## src/fire_pkg.sv

```systemverilog
`default_nettype none

package fire_pkg;

	//////////////////////////////////////////////////////////////////////
	// Sizes
	//////////////////////////////////////////////////////////////////////

	localparam int ACT_W = 8;
	localparam int WGT_W = 8;
	// Wide enough for CHIN * 255 * max weight plus bias
	localparam int ACC_W = 24;

	// Input channels per pixel
	localparam int CHIN_DEFAULT = 8;
	// Filters per expand bank
	localparam int LANES_DEFAULT = 4;
	// Requantization shift before 8 bit clamp
	localparam int OUT_SHIFT = 6;

	typedef logic [ACT_W-1:0] act_t;
	typedef logic signed [WGT_W-1:0] weight_t;
	// Also used for biases
	typedef logic signed [ACC_W-1:0] acc_t;

	//////////////////////////////////////////////////////////////////////
	// Weight ROM and bias memory contents
	//////////////////////////////////////////////////////////////////////

	// Fixed mix of bank, lane and channel, range -30 .. 30
	function automatic weight_t weight_of(int bank, int lane, int chan);
		int mix;
		mix = bank * 37 + lane * 13 + chan * 11 + lane * chan * 5;
		return weight_t'((mix % 61) - 30);
	endfunction

	// Per lane bias, multiples of 64 in -256 .. 256
	function automatic acc_t bias_of(int bank, int lane);
		int mix;
		mix = (bank * 7 + lane * 5) % 9;
		return acc_t'((mix - 4) * 64);
	endfunction

	// ReLU, shift down, clamp to 255
	function automatic act_t requant(acc_t v);
		acc_t shifted;
		if (v < 0) begin
			return '0;
		end
		shifted = v >>> OUT_SHIFT;
		if (shifted > acc_t'(255)) begin
			return act_t'(255);
		end
		// Fits in 8 bits here
		return act_t'(shifted);
	endfunction

endpackage

`default_nettype wire
```

## src/lane_result_if.sv

```systemverilog
`timescale 1ns/1ps
`default_nettype none

interface lane_result_if #(
	parameter int LANES = 4
) ();

	// Four-phase request from the bank
	logic req;
	// Acknowledge from the concatenator
	logic ack;
	// Finished lane results, stable while req is high
	fire_pkg::act_t acts [LANES];
	// Request raised but not yet taken
	logic pending_ack;

	assign pending_ack = req && !ack;

	modport bank (
		output req,
		output acts,
		input ack
	);

	modport concat (
		input req,
		input acts,
		input pending_ack,
		output ack
	);

endinterface

`default_nettype wire

```

## src/fire_expand.sv

```systemverilog
`timescale 1ns/1ps
`default_nettype none

module fire_expand #(
	parameter int CHIN = fire_pkg::CHIN_DEFAULT,
	parameter int LANES = fire_pkg::LANES_DEFAULT
) (
	input wire clk,
	input wire rst_n,
	input wire pix_req,
	output logic pix_ack,
	input wire fire_pkg::act_t pix_data,
	output logic out_req,
	input wire out_ack,
	output fire_pkg::act_t out_data,
	output logic [$clog2(2*LANES)-1:0] out_chan
);

	//////////////////////////////////////////////////////////////////////
	// Activation broadcast
	//////////////////////////////////////////////////////////////////////

	logic act_valid;
	fire_pkg::act_t act_data;
	logic bank0_ready;
	logic bank1_ready;

	lane_result_if #(.LANES(LANES)) res0_if ();
	lane_result_if #(.LANES(LANES)) res1_if ();

	pixel_ingress pixel_ingress_i (
		.clk(clk),
		.rst_n(rst_n),
		.pix_req(pix_req),
		.pix_ack(pix_ack),
		.pix_data(pix_data),
		.bank0_ready(bank0_ready),
		.bank1_ready(bank1_ready),
		.act_valid(act_valid),
		.act_data(act_data)
	);

	//////////////////////////////////////////////////////////////////////
	// Expand banks
	//////////////////////////////////////////////////////////////////////

	expand_bank #(
		.CHIN(CHIN),
		.LANES(LANES),
		.BANK_ID(0)
	) expand_bank0_i (
		.clk(clk),
		.rst_n(rst_n),
		.act_valid(act_valid),
		.act_data(act_data),
		.ready(bank0_ready),
		.res(res0_if.bank)
	);

	expand_bank #(
		.CHIN(CHIN),
		.LANES(LANES),
		.BANK_ID(1)
	) expand_bank1_i (
		.clk(clk),
		.rst_n(rst_n),
		.act_valid(act_valid),
		.act_data(act_data),
		.ready(bank1_ready),
		.res(res1_if.bank)
	);

	// Bank 0 channels go out first
	channel_concat #(
		.LANES(LANES)
	) channel_concat_i (
		.clk(clk),
		.rst_n(rst_n),
		.res0(res0_if.concat),
		.res1(res1_if.concat),
		.out_req(out_req),
		.out_ack(out_ack),
		.out_data(out_data),
		.out_chan(out_chan)
	);

endmodule

`default_nettype wire

```

## src/channel_concat.sv

```systemverilog
`timescale 1ns/1ps
`default_nettype none

module channel_concat #(
	parameter int LANES = 4
) (
	input wire clk,
	input wire rst_n,
	lane_result_if.concat res0,
	lane_result_if.concat res1,
	output logic out_req,
	input wire out_ack,
	output fire_pkg::act_t out_data,
	output logic [$clog2(2*LANES)-1:0] out_chan
);

	localparam int WORDS = 2 * LANES;
	localparam int IW = $clog2(WORDS);

	typedef enum logic [1:0] {
		OS_IDLE,
		OS_REQ,
		OS_REL
	} ostate_t;

	ostate_t ostate;
	logic [IW-1:0] word_idx;
	logic capture;
	logic ack0;
	logic ack1;

	// Bank 0 lanes low, bank 1 lanes high
	fire_pkg::act_t word_buf [WORDS];

	//////////////////////////////////////////////////////////////////////
	// Input side, both banks taken in one capture
	//////////////////////////////////////////////////////////////////////

	// Buffer is empty only while idle
	assign capture = (ostate == OS_IDLE) && res0.pending_ack && res1.pending_ack;

	assign res0.ack = ack0;
	assign res1.ack = ack1;

	always_ff @(posedge clk or negedge rst_n) begin
		if (!rst_n) begin
			ack0 <= 1'b0;
			ack1 <= 1'b0;
		end else begin
			if (capture) begin
				ack0 <= 1'b1;
				ack1 <= 1'b1;
			end else begin
				// Each ack released on its own req
				if (ack0 && !res0.req) begin
					ack0 <= 1'b0;
				end
				if (ack1 && !res1.req) begin
					ack1 <= 1'b0;
				end
			end
		end
	end

	always_ff @(posedge clk) begin
		if (capture) begin
			for (int l = 0; l < LANES; l++) begin
				word_buf[l] <= res0.acts[l];
				word_buf[LANES + l] <= res1.acts[l];
			end
		end
	end

	//////////////////////////////////////////////////////////////////////
	// Output side, one word per four-phase cycle
	//////////////////////////////////////////////////////////////////////

	assign out_req = (ostate == OS_REQ);
	assign out_data = word_buf[word_idx];
	assign out_chan = word_idx;

	always_ff @(posedge clk or negedge rst_n) begin
		if (!rst_n) begin
			ostate <= OS_IDLE;
			word_idx <= '0;
		end else begin
			case (ostate)
				OS_IDLE: begin
					if (capture) begin
						word_idx <= '0;
						ostate <= OS_REQ;
					end
				end
				OS_REQ: begin
					if (out_ack) begin
						ostate <= OS_REL;
					end
				end
				OS_REL: begin
					if (!out_ack) begin
						// Last word done, buffer free again
						if (word_idx == IW'(WORDS - 1)) begin
							ostate <= OS_IDLE;
						end else begin
							word_idx <= word_idx + 1'b1;
							ostate <= OS_REQ;
						end
					end
				end
				default: ostate <= OS_IDLE;
			endcase
		end
	end

endmodule

`default_nettype wire

```

## src/expand_bank.sv

```systemverilog
`timescale 1ns/1ps
`default_nettype none

module expand_bank #(
	parameter int CHIN = 8,
	parameter int LANES = 4,
	parameter int BANK_ID = 0
) (
	input wire clk,
	input wire rst_n,
	input wire act_valid,
	input wire fire_pkg::act_t act_data,
	output logic ready,
	lane_result_if.bank res
);

	localparam int CW = (CHIN > 1) ? $clog2(CHIN) : 1;

	typedef enum logic [1:0] {
		ST_ACC,
		ST_FIN,
		ST_REQ,
		ST_REL
	} state_t;

	state_t state;
	logic [CW-1:0] chan_cnt;

	fire_pkg::acc_t acc [LANES];
	fire_pkg::acc_t prod [LANES];
	fire_pkg::acc_t biased [LANES];
	fire_pkg::weight_t wgt [LANES];
	fire_pkg::act_t acts_q [LANES];

	//////////////////////////////////////////////////////////////////////
	// Weight lookup and products
	//////////////////////////////////////////////////////////////////////

	always_comb begin
		for (int l = 0; l < LANES; l++) begin
			wgt[l] = fire_pkg::weight_of(BANK_ID, l, int'(chan_cnt));
			// Activation is unsigned, so zero extend before signed multiply
			prod[l] = $signed({1'b0, act_data}) * wgt[l];
			biased[l] = acc[l] + fire_pkg::bias_of(BANK_ID, l);
		end
	end

	//////////////////////////////////////////////////////////////////////
	// Control and accumulators
	//////////////////////////////////////////////////////////////////////

	// Stall activations from last channel until ack falls
	assign ready = (state == ST_ACC);
	assign res.req = (state == ST_REQ);
	assign res.acts = acts_q;

	always_ff @(posedge clk or negedge rst_n) begin
		if (!rst_n) begin
			state <= ST_ACC;
			chan_cnt <= '0;
			for (int l = 0; l < LANES; l++) begin
				acc[l] <= '0;
			end
		end else begin
			case (state)
				ST_ACC: begin
					if (act_valid) begin
						for (int l = 0; l < LANES; l++) begin
							acc[l] <= acc[l] + prod[l];
						end
						// Last channel of the pixel
						if (chan_cnt == CW'(CHIN - 1)) begin
							chan_cnt <= '0;
							state <= ST_FIN;
						end else begin
							chan_cnt <= chan_cnt + 1'b1;
						end
					end
				end
				ST_FIN: begin
					// Clear for next pixel
					for (int l = 0; l < LANES; l++) begin
						acc[l] <= '0;
					end
					state <= ST_REQ;
				end
				ST_REQ: begin
					if (res.ack) begin
						state <= ST_REL;
					end
				end
				ST_REL: begin
					// Wait for concatenator to drop ack
					if (!res.ack) begin
						state <= ST_ACC;
					end
				end
				default: state <= ST_ACC;
			endcase
		end
	end

	// Bias, ReLU, shift, clamp; held until the next pixel finishes
	always_ff @(posedge clk) begin
		if (state == ST_FIN) begin
			for (int l = 0; l < LANES; l++) begin
				acts_q[l] <= fire_pkg::requant(biased[l]);
			end
		end
	end

endmodule

`default_nettype wire

```

## src/pixel_ingress.sv

```systemverilog
`timescale 1ns/1ps
`default_nettype none

module pixel_ingress (
	input wire clk,
	input wire rst_n,
	input wire pix_req,
	output logic pix_ack,
	input wire fire_pkg::act_t pix_data,
	input wire bank0_ready,
	input wire bank1_ready,
	output logic act_valid,
	output fire_pkg::act_t act_data
);

	//////////////////////////////////////////////////////////////////////
	// Four-phase responder
	//////////////////////////////////////////////////////////////////////

	typedef enum logic {
		ST_IDLE,
		ST_ACK
	} state_t;

	state_t state;
	logic accept;

	// Take a word only when both banks can use it
	assign accept = (state == ST_IDLE) && pix_req && bank0_ready && bank1_ready;

	assign pix_ack = (state == ST_ACK);

	always_ff @(posedge clk or negedge rst_n) begin
		if (!rst_n) begin
			state <= ST_IDLE;
			act_valid <= 1'b0;
		end else begin
			// Strobe lasts one cycle
			act_valid <= accept;
			case (state)
				ST_IDLE: begin
					if (accept) begin
						state <= ST_ACK;
					end
				end
				ST_ACK: begin
					// Release once source drops req
					if (!pix_req) begin
						state <= ST_IDLE;
					end
				end
				default: state <= ST_IDLE;
			endcase
		end
	end

	// Activation captured on the accept edge
	always_ff @(posedge clk) begin
		if (accept) begin
			act_data <= pix_data;
		end
	end

endmodule

`default_nettype wire

```

## config.mk

```make
export PLATFORM = sky130hd
export DESIGN_NAME = fire_expand
export DESIGN_NICKNAME = d
export VERILOG_FILES = /design/src/fire_pkg.sv /design/src/lane_result_if.sv /design/src/fire_expand.sv /design/src/channel_concat.sv /design/src/expand_bank.sv /design/src/pixel_ingress.sv
export SDC_FILE = /design/constraint.sdc
export NUM_CORES = 2
export LEC_CHECK = 0
export ABC_CLOCK_PERIOD_IN_PS = 29600
export BUFFER_PORTS_ARGS = -buffer_cell sky130_fd_sc_hd__buf_2
export CAP_MARGIN = 40
export CELL_PAD_IN_SITES_DETAIL_PLACEMENT = 2
export CELL_PAD_IN_SITES_GLOBAL_PLACEMENT = 2
export CORE_ASPECT_RATIO = 0.5
export CORE_UTILIZATION = 35
export CTS_CLUSTER_SIZE = 25
export DETAILED_ROUTE_END_ITERATION = 12
export GPL_TIMING_DRIVEN = 1
export PLACE_DENSITY = 0.79
export SETUP_SLACK_MARGIN = 0.4
export SLEW_MARGIN = 20
export SYNTH_ARGS = -nofsm -noshare
export SYNTH_HDL_FRONTEND = slang
export SYNTH_SLANG_ARGS = --single-unit
```

## constraint.sdc

```tcl
create_clock -name clk -period 29.6 [get_ports clk]
set_input_delay 2.96 -clock clk [delete_from_list [all_inputs] [get_ports clk]]
set_output_delay 2.96 -clock clk [all_outputs]
set_load 0.1 [all_outputs]
```

==> metrics.txt <==
FF-to-FF Start expand_bank0_i.chan_cnt[1]; Final Max Tran Viols 0; clock skew 58.9 ps; worst-margin pin slew 863 ps; endpoints failing hold 0; Cells after Synth 5532; synth-to-layout area growth 8.58%; CTS Hold Bufs 0; r2r endpoint expand_bank0_i.acc[23]; crit path buf inv count 9; Setup CP Type flip-flop to flip-flop; CP required around 30000 ps; min-delay worst type flip-flop to flip-flop; Setup crit start kind flip-flop; Post-Route Utilization 38.6%; Die Ht 264 µm; max cap viols 0; core box area about 140000 µm²; antenna violations before repair 10; asr flop ratio synth 60.8%; Max Freq 60.5 MHz; Crit path arrival time 17020 ps; # rows between 90 and 100; Worst R2R Setup Slack around 13000 ps; Layout Cells excl Fill ~7400; gpl congestion 0.853; Max Fanout on Critical Path 17; setup violators final 0; crit end category flip-flop; share of cells above drive strength 1 5.51%; distinct cell type count of the synthesized netlist 101; CTS max path bufs 3; final-layout fill cell count 15000; via count 40500; first-pass GRT wire length about 260000 µm; post-route ant nets 0; DR pass1 iterations 5; Slew headroom 41.0%; Critical Path Most Common Cell ha_1; die width 527 µm; die area 139000 µm²; worst-skew pair later-pin latency 630 ps; commonest non-fill, non-tap cell in the layout inv_1; CP delay by family, top adder cells; dpl cells 7260; Synth Cell Area 48200 µm²; largest net degree at the start of global routing 66; htree depth 2; cell count of the worst reg-to-reg path 65; fin crit share between 50% and 60%; drt drc 0; IO Pins 25; yosys warns 0; Hold EP channel_concat_i.word_buf[2][4]; hpwl dp about 130000 µm; TritonCTS clock tree yes; outcome completed; minimum clock period 16520 ps; Worst Hold Depth 0; Avg Inst Size Synth 8.71 µm²; Post-synth top flop dfrtp_1; clk sinks 347; nets 6563; Post-CTS Resized 0; most frequent cells in the layout inv_1 (757), ha_1 (679), nand2_1 (507); vias in the first global route ~47000; total CTS buffers 42; Total GRT Usage a little under a quarter; Post-CTS Setup Repair Bufs 0; PortBufs 24; RSZ-0062 raised after global routing false; WL final ~160000 µm; drt wl/cell ~22 µm; Critical-path top delay cell dfrtp_1; clock root cell clkbuf_16; max incr delay on CP 740 ps; Initial Utilization 35.6%; number of synthesized flops with an enable pin 136; Sum Neg Setup Slack 0 ps; FF+latch count, synth 347; sequential fraction of the synthesis area 19.4%; Syn Nets approximately 6600; Worst-path clk slew around 70 ps; global route overflow 0; worst hold slack 384 ps; Starting DRT DRC Count 2003; vias per inst between 5 and 6; HP Start expand_bank0_i.res.acts[12]
## sequential cells by signal (all words and copies together), names as in the netlist
register and flops:
channel_concat_i.ostate 2, channel_concat_i.out_chan 3, channel_concat_i.res0.ack 1, channel_concat_i.res1.ack 1, channel_concat_i.word_buf 64, expand_bank0_i.acc 96, expand_bank0_i.chan_cnt 3, expand_bank0_i.res.acts 32
expand_bank0_i.state 2, expand_bank1_i.acc 96, expand_bank1_i.chan_cnt 3, expand_bank1_i.res.acts 32, expand_bank1_i.state 2, pixel_ingress_i.act_data 8, pixel_ingress_i.act_valid 1, pixel_ingress_i.pix_ack 1
## worst max-delay path by stage
| stage | startpoint | endpoint | depth (start not counted) |
|---|---|---|---|
| after floorplan | expand_bank0_i.chan_cnt[1] | expand_bank0_i.acc[23] | 64 |
| after global placement | expand_bank1_i.chan_cnt[2] | expand_bank1_i.acc[20] | 44 |
| after detailed placement | expand_bank0_i.chan_cnt[1] | expand_bank0_i.acc[23] | 63 |
| after CTS | expand_bank1_i.chan_cnt[2] | expand_bank1_i.acc[70] | 54 |
| after global routing | expand_bank0_i.chan_cnt[1] | expand_bank0_i.acc[23] | 65 |
| final | expand_bank0_i.chan_cnt[1] | expand_bank0_i.acc[23] | 65 |
## synthesized netlist by cell type (27+ instances only)
master / count / area [µm²]
a31oi_1: 40 / 250
clkbuf_1: 136 / 510
a211oi_1: 31 / 233
o21a_1: 38 / 285
xnor2_1: 261 / 2290
edfxtp_1: 136 / 4080
a21o_1: 71 / 533
nand3_1: 79 / 395
dfrtp_1: 211 / 5280
o31ai_1: 57 / 428
ha_1: 681 / 8520
nor2_1: 242 / 908
inv_1: 758 / 2850
nor2b_1: 114 / 713
or3_1: 32 / 200
and2_1: 253 / 1580
a21boi_0: 27 / 203
o21ai_0: 271 / 1360
nand2_1: 507 / 1900
or2_2: 44 / 275
xor2_1: 153 / 1340
a21oi_1: 326 / 1630
and3_1: 58 / 363
nand4_1: 28 / 175
o21bai_1: 64 / 480
nor3_1: 94 / 470
fa_1: 331 / 6630
nand2b_1: 83 / 519
## layout make-up
| class | count | area, µm² | area share, % |
|---|---|---|---|
| Multi-Input combinational cell | 4272 | 35400 | 67.7 |
| Sequential cell | 347 | 9360 | 17.9 |
| Inverter | 761 | 2860 | 5.46 |
| Tap cell | 1794 | 2240 | 4.29 |
| Clock buffer | 50 | 1110 | 2.12 |
| Timing Repair Buffer | 115 | 923 | 1.76 |
| Clock inverter | 28 | 378 | 0.722 |
| Antenna cell | 2 | 5.00 | 0.00956 |
## worst reg2reg max path, delay by kind of cell, from the launching register on
kind | cells | cell delay (ps)
xor+xnor | 4 | 1050
flops | 1 | 740
fa+ha+maj | 14 | 5630
simple gates | 15 | 2550
compound gates | 23 | 5170
buf+inv | 9 | 1270
## metal layers
metal  share of wire, %  wire, µm  global-route usage [%]
met5              0.020        33                       0
met4                1.9      3060                    5.01
met3                4.1      6790                    3.73
met2                 49     79900                    41.5
met1                 45     74600                    30.4
## stage by stage
stage                     instance area [µm²]  worst slack (ps)
final                                   52300             13080
after global routing                    52300             11790
after CTS                               52000             12760
after detailed placement                50600             12770
after global placement                  50400             13330
after floorplan                         48200             15530
## cells by family (layout without fill, tap and decap cells)
group                      Yosys count  count (layout)  synth area share [%]
adders and majority gates         1014            1014                  31.5
other                                0               2                     0
and+or+nand+nor                   1615            1615                  16.9
DFF                                347             347                  19.4
buffers and inverters              913             954                  7.13
xor gates and xnor gates           419             419                  7.73
AOI/OAI and AO/OA                 1167            1167                  15.6
muxes                               57              57                  1.69
Power is left out: the tool's default activity adds up to more than one toggle a clock period on the data nets, which glitch-free logic cannot reach.
